`src/common/blit_inner_pkg.sv`:
```
// Blitter inner loop package with phase and read-kind types, command layout and count width
package blit_inner_pkg;

	// Inner loop memory phases in pipeline order
	// X phases only run on the first pixel of a loop
	typedef enum logic [3:0] {
		IDLE,
		SREADX,
		SZREADX,
		SREAD,
		SZREAD,
		DREAD,
		DZREAD,
		DWRITE,
		DZWRITE
	} inner_phase_e;

	// Kind of the single outstanding read
	// Extra source reads share the plain source kinds
	typedef enum logic [2:0] {
		RD_NONE,
		RD_SRC,
		RD_SRC_Z,
		RD_DST,
		RD_DST_Z
	} read_kind_e;

	// Width of the command word
	localparam int CMD_W = 6;

	// Bit positions of the phase enables in the command word
	localparam int CMD_SRC_EN = 0;
	localparam int CMD_SRC_Z_EN = 1;
	localparam int CMD_SRC_X_EN = 2;
	localparam int CMD_DST_EN = 3;
	localparam int CMD_DST_Z_EN = 4;
	// Adds a Z write after each destination write
	localparam int CMD_DST_WR_Z = 5;

	// Default pixel count width
	localparam int DEF_COUNT_W = 16;

endpackage

```
`src/inner_seq/inner_cmd_reg.sv`:
```
// Inner loop command register, holds the command word and splits out the phase enables
module inner_cmd_reg
	import blit_inner_pkg::*;
(
	input  logic             sys_clk,
	input  logic             resetl,
	input  logic             cmd_ld,
	input  logic [CMD_W-1:0] cmd_data,
	output logic             src_en,
	output logic             src_z_en,
	output logic             src_x_en,
	output logic             dst_en,
	output logic             dst_z_en,
	output logic             dst_wr_z
);

	// Registered command word
	logic [CMD_W-1:0] cmd_q;

	// Load on cmd_ld, enables visible the cycle after
	always_ff @(posedge sys_clk) begin
		if (!resetl) begin
			cmd_q <= '0;
		end else if (cmd_ld) begin
			cmd_q <= cmd_data;
		end
	end

	// Source phase enables
	assign src_en = cmd_q[CMD_SRC_EN];
	assign src_z_en = cmd_q[CMD_SRC_Z_EN];
	// Extra source read, first pixel only
	assign src_x_en = cmd_q[CMD_SRC_X_EN];

	// Destination phase enables
	assign dst_en = cmd_q[CMD_DST_EN];
	assign dst_z_en = cmd_q[CMD_DST_Z_EN];
	assign dst_wr_z = cmd_q[CMD_DST_WR_Z];

endmodule

```
`src/inner_seq/inner_sequencer.sv`:
```
// Inner loop sequencer that steps the pixel phases and issues the memory requests
module inner_sequencer
	import blit_inner_pkg::*;
(
	input  logic         sys_clk,
	input  logic         resetl,
	input  logic         inner_start,
	input  logic         mem_ready,
	input  logic         no_write,
	input  logic         read_wait,
	input  logic         last_pixel,
	input  logic         src_en,
	input  logic         src_z_en,
	input  logic         src_x_en,
	input  logic         dst_en,
	input  logic         dst_z_en,
	input  logic         dst_wr_z,
	output inner_phase_e phase,
	output logic         step,
	output logic         read_req,
	output logic         write_req,
	output logic         z_addr,
	output logic         inner_done
);

	// Startup latch and its next value
	logic stup_q;
	logic stup_d;
	// Start seen now or held from an earlier cycle
	logic startup;

	// Phase chosen by the next step
	inner_phase_e nxt_phase;
	// First destination phase of a pixel
	inner_phase_e dst_start;
	// First phase of a pixel after the X phases
	inner_phase_e pix_start;

	// Last pixel flag taken at the destination write for the Z write
	logic last_q;

	logic is_read;
	logic is_write;
	logic loop_end;

	// Start is only taken while idle and held until the first step
	assign startup = inner_start | stup_q;
	assign stup_d = (stup_q | (inner_start & (phase == IDLE))) & ~step;

	always_ff @(posedge sys_clk) begin
		if (!resetl) begin
			stup_q <= 1'b0;
		end else begin
			stup_q <= stup_d;
		end
	end

	// Step waits for memory and for the pending read acknowledge
	assign step = (startup | (phase != IDLE)) & mem_ready & ~read_wait;

	// Destination reads are optional and the write always happens
	assign dst_start = dst_en ? DREAD : (dst_z_en ? DZREAD : DWRITE);
	assign pix_start = src_en ? SREAD : dst_start;

	// Next enabled phase
	always_comb begin
		nxt_phase = IDLE;
		case (phase)
			IDLE: nxt_phase = src_x_en ? SREADX : pix_start;
			SREADX: nxt_phase = src_z_en ? SZREADX : pix_start;
			SZREADX: nxt_phase = pix_start;
			SREAD: nxt_phase = src_z_en ? SZREAD : dst_start;
			SZREAD: nxt_phase = dst_start;
			DREAD: nxt_phase = dst_z_en ? DZREAD : DWRITE;
			DZREAD: nxt_phase = DWRITE;
			// Next pixel skips the X phases
			DWRITE: begin
				if (dst_wr_z) begin
					nxt_phase = DZWRITE;
				end else begin
					nxt_phase = last_pixel ? IDLE : pix_start;
				end
			end
			// Count already dropped at the destination write
			DZWRITE: nxt_phase = last_q ? IDLE : pix_start;
			default: nxt_phase = IDLE;
		endcase
	end

	// Phase only moves on step
	always_ff @(posedge sys_clk) begin
		if (!resetl) begin
			phase <= IDLE;
		end else if (step) begin
			phase <= nxt_phase;
		end
	end

	// Pixel end choice made at the destination write
	always_ff @(posedge sys_clk) begin
		if (!resetl) begin
			last_q <= 1'b0;
		end else if (step && (phase == DWRITE)) begin
			last_q <= last_pixel;
		end
	end

	// Phase classes
	assign is_read = (phase == SREADX) | (phase == SZREADX) | (phase == SREAD) |
		(phase == SZREAD) | (phase == DREAD) | (phase == DZREAD);
	assign is_write = (phase == DWRITE) | (phase == DZWRITE);

	// Requests go out with the step
	assign read_req = step & is_read;
	assign write_req = step & is_write & ~no_write;

	// Z address for all Z phases
	assign z_addr = (phase == SZREADX) | (phase == SZREAD) | (phase == DZREAD) |
		(phase == DZWRITE);

	// Final write step returns to idle
	assign loop_end = step & is_write & (nxt_phase == IDLE);

	// Done pulses the cycle after the last step
	always_ff @(posedge sys_clk) begin
		if (!resetl) begin
			inner_done <= 1'b0;
		end else begin
			inner_done <= loop_end;
		end
	end

	// A step is either a read or a write but never both
	a_req_excl: assert property (@(posedge sys_clk) disable iff (!resetl)
		!(read_req && write_req));

	// Leaving idle needs a step
	a_idle_hold: assert property (@(posedge sys_clk) disable iff (!resetl)
		(phase == IDLE && !step) |=> (phase == IDLE));

endmodule

```
`src/hw/inner_counter.sv`:
```
// Inner loop pixel counter, counts down one per destination write and flags the last pixel
module inner_counter
	import blit_inner_pkg::*;
#(
	parameter int COUNT_W = DEF_COUNT_W
) (
	input  logic               sys_clk,
	input  logic               resetl,
	input  logic               count_ld,
	input  logic [COUNT_W-1:0] count_data,
	input  logic               step,
	input  inner_phase_e       phase,
	output logic [COUNT_W-1:0] count,
	output logic               last_pixel
);

	// One pixel done per write step
	logic pix_dec;

	assign pix_dec = step & (phase == DWRITE);

	// Load wins over a decrement in the same cycle
	always_ff @(posedge sys_clk) begin
		if (!resetl) begin
			count <= '0;
		end else if (count_ld) begin
			count <= count_data;
		end else if (pix_dec) begin
			count <= count - COUNT_W'(1);
		end
	end

	// Last pixel while one remains
	assign last_pixel = (count == COUNT_W'(1));

	// Loop must end before the count runs out
	a_no_underflow: assert property (@(posedge sys_clk) disable iff (!resetl)
		(pix_dec && !count_ld) |-> (count != '0));

endmodule

```
`src/hw/read_tracker.sv`:
```
// Read tracker, holds the kind of the outstanding read and routes its acknowledge
module read_tracker
	import blit_inner_pkg::*;
(
	input  logic         sys_clk,
	input  logic         resetl,
	input  logic         read_req,
	input  inner_phase_e phase,
	input  logic         read_ack,
	output logic         read_wait,
	output logic         src_data_rd,
	output logic         src_z_rd,
	output logic         dst_data_rd,
	output logic         dst_z_rd
);

	// Kind of the read being issued now
	read_kind_e issue_kind;
	// Kind of the read in flight
	read_kind_e kind_q;

	// Extra source reads deliver into the same source paths
	always_comb begin
		issue_kind = RD_NONE;
		case (phase)
			SREADX, SREAD: issue_kind = RD_SRC;
			SZREADX, SZREAD: issue_kind = RD_SRC_Z;
			DREAD: issue_kind = RD_DST;
			DZREAD: issue_kind = RD_DST_Z;
			default: issue_kind = RD_NONE;
		endcase
	end

	// At most one read outstanding since step waits for the ack
	always_ff @(posedge sys_clk) begin
		if (!resetl) begin
			kind_q <= RD_NONE;
		end else if (read_req) begin
			kind_q <= issue_kind;
		end else if (read_ack) begin
			kind_q <= RD_NONE;
		end
	end

	assign read_wait = (kind_q != RD_NONE);

	// Data strobes follow the ack in the same cycle
	assign src_data_rd = read_ack & (kind_q == RD_SRC);
	assign src_z_rd = read_ack & (kind_q == RD_SRC_Z);
	assign dst_data_rd = read_ack & (kind_q == RD_DST);
	assign dst_z_rd = read_ack & (kind_q == RD_DST_Z);

	// Memory only answers reads that were asked for
	a_ack_pending: assert property (@(posedge sys_clk) disable iff (!resetl)
		read_ack |-> read_wait);

	// Sequencer holds off new reads until the ack
	a_req_idle: assert property (@(posedge sys_clk) disable iff (!resetl)
		read_req |-> !read_wait);

endmodule

```
`src/hw/blit_inner_top.sv`:
```
// Blitter inner loop top, joins command register, sequencer, pixel counter and read tracker
module blit_inner_top
	import blit_inner_pkg::*;
#(
	parameter int COUNT_W = DEF_COUNT_W
) (
	input  logic               sys_clk,
	input  logic               resetl,
	input  logic               cmd_ld,
	input  logic [CMD_W-1:0]   cmd_data,
	input  logic               count_ld,
	input  logic [COUNT_W-1:0] count_data,
	input  logic               inner_start,
	input  logic               mem_ready,
	input  logic               read_ack,
	input  logic               no_write,
	output inner_phase_e       phase,
	output logic               step,
	output logic               read_req,
	output logic               write_req,
	output logic               z_addr,
	output logic               src_data_rd,
	output logic               src_z_rd,
	output logic               dst_data_rd,
	output logic               dst_z_rd,
	output logic               inner_done,
	output logic [COUNT_W-1:0] count
);

	// Phase enables from the command word
	logic src_en;
	logic src_z_en;
	logic src_x_en;
	logic dst_en;
	logic dst_z_en;
	logic dst_wr_z;

	// Loop end and read back-pressure
	logic last_pixel;
	logic read_wait;

	inner_cmd_reg inner_cmd_reg_inst (
		.sys_clk  (sys_clk),
		.resetl   (resetl),
		.cmd_ld   (cmd_ld),
		.cmd_data (cmd_data),
		.src_en   (src_en),
		.src_z_en (src_z_en),
		.src_x_en (src_x_en),
		.dst_en   (dst_en),
		.dst_z_en (dst_z_en),
		.dst_wr_z (dst_wr_z)
	);

	inner_sequencer inner_sequencer_inst (
		.sys_clk     (sys_clk),
		.resetl      (resetl),
		.inner_start (inner_start),
		.mem_ready   (mem_ready),
		.no_write    (no_write),
		.read_wait   (read_wait),
		.last_pixel  (last_pixel),
		.src_en      (src_en),
		.src_z_en    (src_z_en),
		.src_x_en    (src_x_en),
		.dst_en      (dst_en),
		.dst_z_en    (dst_z_en),
		.dst_wr_z    (dst_wr_z),
		.phase       (phase),
		.step        (step),
		.read_req    (read_req),
		.write_req   (write_req),
		.z_addr      (z_addr),
		.inner_done  (inner_done)
	);

	// Count width comes from the top
	inner_counter #(
		.COUNT_W (COUNT_W)
	) inner_counter_inst (
		.sys_clk    (sys_clk),
		.resetl     (resetl),
		.count_ld   (count_ld),
		.count_data (count_data),
		.step       (step),
		.phase      (phase),
		.count      (count),
		.last_pixel (last_pixel)
	);

	read_tracker read_tracker_inst (
		.sys_clk     (sys_clk),
		.resetl      (resetl),
		.read_req    (read_req),
		.phase       (phase),
		.read_ack    (read_ack),
		.read_wait   (read_wait),
		.src_data_rd (src_data_rd),
		.src_z_rd    (src_z_rd),
		.dst_data_rd (dst_data_rd),
		.dst_z_rd    (dst_z_rd)
	);

endmodule

```
`config.mk`:
```
export PLATFORM = sky130hd
export DESIGN_NAME = blit_inner_top
export DESIGN_NICKNAME = d
export VERILOG_FILES = /design/src/common/blit_inner_pkg.sv /design/src/inner_seq/inner_cmd_reg.sv /design/src/inner_seq/inner_sequencer.sv /design/src/hw/inner_counter.sv /design/src/hw/read_tracker.sv /design/src/hw/blit_inner_top.sv
export SDC_FILE = /design/constraint.sdc
export NUM_CORES = 1
export LEC_CHECK = 0
export BUFFER_PORTS_ARGS = -buffer_cell sky130_fd_sc_hd__buf_2
export CORE_ASPECT_RATIO = 0.75
export CORE_MARGIN = 2
export CORE_UTILIZATION = 35
export CTS_BUF_LIST = sky130_fd_sc_hd__clkbuf_2
export CTS_CLUSTER_SIZE = 28
export DETAILED_ROUTE_END_ITERATION = 16
export PLACE_DENSITY = 0.72
export SKIP_LAST_GASP = 1
export SLEW_MARGIN = 10
export SYNTH_ARGS = -nofsm -noshare
export SYNTH_HDL_FRONTEND = slang
export SYNTH_SLANG_ARGS = --single-unit
```
`constraint.sdc`:
```
create_clock -name sys_clk -period 1.9 [get_ports sys_clk]
set_input_delay 0 -clock sys_clk [delete_from_list [all_inputs] [get_ports sys_clk]]
set_output_delay 0 -clock sys_clk [all_outputs]
set_load 0.02 [all_outputs]
```
After elaboration in Yosys (flattened, before gate mapping)
Cells that the tools add are included.
- logic and storage cells: 73
- output and inout port bits: 29
- flip-flop bits (word level): 32
- bits of input ports: 30
- $add $sub $neg: 1
- bitwise logic cells: 28
- muxes and demuxes: 15
- reduce and logical (&&, ||, !) cells: 9
- eq/ne operators: 13
- operators by type and width (kind ; count):
    $pmux 4 s9 ; 1
    $mux 16 ; 2
    $mux 4 ; 8
    $eq 16x1->1 const B ; 1
    $eq 4x3->1 const B ; 4
    $sub 16x1->16 const B ; 1
    $and 1x1->1 ; 13
    $or 1x1->1 ; 12
    $pmux 3 s4 ; 1
    $eq 4x2->1 const B ; 2
    $logic_not 4->1 ; 2
    $eq 3x2->1 const B ; 2
    $mux 3 ; 2
    $eq 4x1->1 const B ; 1
    $eq 4x4->1 const B ; 1
    $reduce_bool 2->1 ; 2
    $reduce_bool 4->1 ; 1
    $reduce_or 2->1 ; 2
    $eq 3x1->1 const B ; 1
    $eq 3x3->1 const B ; 1
    $not 1->1 ; 3
    $reduce_bool 3->1 ; 1
    $logic_and 1x1->1 ; 1
    $mux 1 ; 1

Longest topological paths before layout
- depth after elaboration: 8
- depth in mapped cells: 7
- mapped depth without buffers: 7

Hierarchy
Synthesis repeated with hierarchy kept, for this count alone.
- cells, all modules: 221
- area total of the unflattened synthesis: 1898.1 µm²
- by module, submodules not included (module ; times used ; area each (µm²) ; sequential area each (µm²) ; cells each):
    inner_counter ; 1 ; 890.9 ; 320.3 ; 107
    inner_sequencer ; 1 ; 588.1 ; 140.1 ; 76
    inner_cmd_reg ; 1 ; 229.0 ; 120.1 ; 19
    read_tracker ; 1 ; 190.2 ; 60.1 ; 19

Worst setup path after synthesis
Ideal clock, no wire load.
- path kind: register -> register
- start: reg read_tracker_inst.kind_q[2]
- end: reg inner_sequencer_inst.inner_done
- data arrival time: 2.032 ns
- path slack: -0.228 ns
- cell stages (with the launch flop): 6
- required time: 1.804 ns
- clock period less this slack: 2.128 ns
- library setup time: 0.096 ns
- path buffers: 1
- cells stage by stage: dfxtp_1 > or4b_4 > buf_6 > a21oi_1 > nand4_1 > nor4b_1
- word-level cells in the longest chain between the ends: 5
- RTL lines (element ; RTL line ; text):
    from (decl) ; read_tracker.sv:20 ; read_kind_e kind_q;
    from (signal assigned) ; read_tracker.sv:39 ; kind_q <= issue_kind;
    $reduce_bool 3->1 ; read_tracker.sv:45 ; assign read_wait = (kind_q != RD_NONE);
    $not 1->1 ; inner_sequencer.sv:59 ; assign step = (startup | (phase != IDLE)) & mem_ready & ~read_wait;
    $and 1x1->1 ; inner_sequencer.sv:59 ;
    net step ; blit_inner_top.sv:18 ; output logic step,
    $and 1x1->1 (2 in a row) ; inner_sequencer.sv:122 ; assign loop_end = step & is_write & (nxt_phase == IDLE);
    to (signal assigned) ; inner_sequencer.sv:129 ; inner_done <= loop_end;
    to (decl) ; inner_sequencer.sv:23 ; output logic inner_done
The timed path passes the listed nets, and every way through them passes these cells.
A chain may end at the register's enable or synchronous reset.

Final worst setup path
- start: reg read_tracker_inst.kind_q[2]
- end: reg inner_counter_inst.count[4]
- word-level cells in the longest chain between the ends: 5
- RTL lines (element ; RTL line ; text):
    $reduce_bool 3->1 ; read_tracker.sv:45 ;
    $not 1->1 ; inner_sequencer.sv:59 ;
    $and 1x1->1 ; inner_sequencer.sv:59 ;
    $and 1x1->1 ; inner_counter.sv:20 ; assign pix_dec = step & (phase == DWRITE);
    $reduce_bool 2->1 (no source line) ; - ;
    to (signal assigned) ; inner_counter.sv:27 ; count <= count_data;
    to (signal assigned) ; inner_counter.sv:29 ; count <= count - COUNT_W'(1);
    to (decl) ; inner_counter.sv:13 ; output logic [COUNT_W-1:0] count,
Every way passes these cells.

==> flow_metrics.env <==
export IMPL_clock_sinks=32
export IMPL_clk_pin_slew_ns=0.17
export IMPL_synth_warnings=0
export IMPL_status="finished, violations left"
export IMPL_min_period_ns=2.02
export IMPL_final_cell_mix="buf_2, buf_4, dlygate4sd3_1, dfxtp_1, a21oi_1"
export IMPL_met1_usage_pct=27.1
export IMPL_fin_crit_sh_pct=107
export IMPL_violations="setup timing"
export IMPL_ys_seq_area_share_pct=33.7
export IMPL_clk_latency_ns=0.38
export IMPL_nNetsFinal=381
export IMPL_rsz0062_at_grt="true"
export IMPL_grtUsageTotal_pct=19.3
export IMPL_leakage_nw=1.31
export IMPL_p_per_area_mw_per_mm2=671
export IMPL_setup_violations_final=12
export IMPL_first_pass_iters=4
export IMPL_use_met2_pct=30.4
export IMPL_die_width_um=89.1
export IMPL_slew_violations=0
export IMPL_area_growth_pct=56.2
export IMPL_async_reset_ff_share_pct=0
export IMPL_met3_usage_pct=3.98
export IMPL_gp_congestion=0.848
export IMPL_cts_tree="built"
export IMPL_die_h_um=67.9
export IMPL_startpoint_type="register"
export IMPL_synth_nets=263
export IMPL_path_max_fanout=3
export IMPL_ant_nets=0
export IMPL_crit_path_end_kind="register"
export IMPL_diodes=0
export IMPL_hold_viol=0
export IMPL_drt_iter0_drc=129
export IMPL_drv_cap=0
export IMPL_grt_pass1_vias=1931
export IMPL_ctsRootBufferMaster="clkbuf_2"
export IMPL_clk_path_buf_depth=2
export IMPL_hp_class="input pin to register"
export IMPL_avgSynthCellArea_sq_um=8.24
export IMPL_worstSetupPathType="register to register"
export IMPL_clock_skew_ns=0.0146
export IMPL_die_area_sq_mm=0.00605
export IMPL_critPathArrivalTime_ns=2.34
export IMPL_layout_commonest_cell="buf_2"
export IMPL_route_vias_total=2121
export IMPL_yosysUniqueCellTypes=54
export IMPL_synthesis_area_sq_mm=0.00190
export IMPL_grt_pass1_wl_mm=9.09
export IMPL_antenna_found_initial=0
export IMPL_numPortBuffers=58
export IMPL_setup_tns_ns=-0.720
export IMPL_drt_wl_total_mm=5.65
export IMPL_worst_ep_required_time_ns=2.21
export IMPL_tightest_slew_ns=0.519
export IMPL_ys_seq_elements=32
export IMPL_std_cell_rows=23
export IMPL_timing_fmax_mhz=494
export IMPL_routed_via_density=4.99
export IMPL_fin_ws_ns=-0.125
export IMPL_max_vdd_ir_drop_mv=0.230
export IMPL_drc=0
export IMPL_gr_max_usage_layer="met2"
export IMPL_core_area_sq_mm=0.00530
export IMPL_start_util_pct=35.9
export IMPL_synth_cells=231
export IMPL_io_pins=59
export IMPL_grt_max_degree=35
export IMPL_synth_flop_cell="dfxtp_1"
export IMPL_synth_edf_count=0
export IMPL_hpwl_mm=3.85
export IMPL_overflow=0
export IMPL_p_total_mw=2.00
export IMPL_slew_headroom_pct=65.4
export IMPL_wire_per_inst_um=13.3
export IMPL_htree_levels=2
export IMPL_drive_gt1_share_pct=37.1
export IMPL_cts_buffers=5
==> cell usage after synthesis (all sizes together), types with 2 or more instances <==
cell | instances | share of area [%]
or4b | 2 | 1.2
o21ai | 18 | 4.7
nor4 | 5 | 1.6
nor2b | 13 | 4.3
nor3 | 6 | 2.2
inv | 5 | 0.99
xnor2 | 6 | 2.8
nand2b | 6 | 2.0
nand4b | 3 | 1.4
o21a | 3 | 1.2
or4 | 2 | 0.79
a31oi | 3 | 0.99
dfxtp | 32 | 34
buf | 2 | 0.85
o22ai | 2 | 0.66
o31ai | 3 | 1.2
nand2 | 15 | 3.2
nand4 | 5 | 1.6
xor2 | 9 | 4.1
nor2 | 15 | 3.0
or3b | 2 | 0.92
mux2i | 6 | 3.2
and3 | 2 | 0.66
a21oi | 17 | 4.5
and2 | 2 | 0.66
nor4b | 4 | 3.0
a21boi | 3 | 1.2
ha | 2 | 1.3
nand3 | 7 | 1.8
o21ba | 3 | 1.6
clkbuf | 14 | 2.8
==> layout make-up <==
| class | instances | area, sq um |
|---|---|---|
| Clock inverter | 1 | 3.75 |
| Clock buffer | 7 | 35.0 |
| Multi-Input combinational cell | 178 | 1260 |
| Tap cell | 75 | 93.8 |
| Sequential cell | 32 | 647 |
| Inverter | 5 | 18.8 |
| Timing Repair Buffer | 127 | 916 |
| Fill cell | 504 | 2320 |
==> through the flow <==
| stage | worst slack [ns] | hold WS [ns] | util [%] | instance area, sq um | std cells |
|---|---|---|---|---|---|
| 2_1_floorplan | -0.101 | 0.134 | - | 1910 | 231 |
| 3_3_place_gp | -0.0390 | 0.237 | 46.8 | 2480 | 381 |
| 3_5_place_dp | -0.0784 | 0.248 | 46.8 | 2480 | 381 |
| 4_1_cts | -0.117 | 0.0158 | 54.2 | 2870 | 421 |
| 5_1_grt | -0.200 | 0.101 | 56.1 | 2970 | 425 |
| 6_report | -0.125 | 0.0657 | 56.1 | 2970 | 425 |
==> path summary, 6_finish.rpt <==
path | startpoint | slack (ns) | depth (start not counted) | endpoint
hold / removal | resetl | 0.07 | 3 | inner_sequencer_inst.stup_q
setup / recovery | read_tracker_inst.kind_q[2] | -0.12 | 6 | inner_counter_inst.count[4]
hold reg to reg | inner_cmd_reg_inst.cmd_q[5] | 0.49 | 2 | inner_sequencer_inst.phase[3]
setup reg to reg | read_tracker_inst.kind_q[2] | -0.12 | 6 | inner_counter_inst.count[4]
==> where the power goes <==
part | internal (mW) | switching, mW
registers | 0.728 | 0.0519
logic | 0.425 | 0.451
clock network | 0.0985 | 0.242
==> registers in the layout (all words and copies together) (netlist names) <==
register / flops
inner_cmd_reg_inst.cmd_q: 6
inner_counter_inst.count: 16
inner_sequencer_inst.inner_done: 1
inner_sequencer_inst.last_q: 1
inner_sequencer_inst.phase: 4
inner_sequencer_inst.stup_q: 1
read_tracker_inst.kind_q: 3
==> timing repair <==
| action | in CTS | in global routing |
|---|---|---|
| pin swaps | 4 | 15 |
| gates resized for setup | 10 | 20 |
| buffers inserted | 5 | 4 |
| endpoints found under the setup margin | 9 | 21 |
| hold buffers | 27 | 1 |
| cloned | 0 | 0 |
| endpoints found under the hold margin | 25 | 1 |
==> worst max-delay path: stages (launching register included) <==
cell and delay, ns:
dfxtp_2 0.36, or4b_4 0.57, buf_4 0.17, nor3_4 0.18, nand2_2 0.11, or4_1 0.42, a31oi_1 0.14
==> per-layer routing <==
| layer | up-vias | routed length [um] |
|---|---|---|
| li1 | 1074 | - |
| met5 | - | 0 |
| met1 | 965 | 2800 |
| met2 | 75 | 2450 |
| met3 | 7 | 334 |
| met4 | 0 | 63 |
==> cells by family (layout without fill, tap and decap cells) <==
logic type,count (synthesis),after routing,synth area share (%)
AND/OR/NAND/NOR,92,92,29.5
AO/OA/AOI/OAI,63,63,20.8
flip-flops,32,32,33.7
buffers and inverters,21,140,4.60
XOR/XNOR,15,15,6.90
multiplexers,6,6,3.16
adder cells (fa/ha/maj),2,2,1.31
No activity file was read; power rests on OpenSTA's default activity.
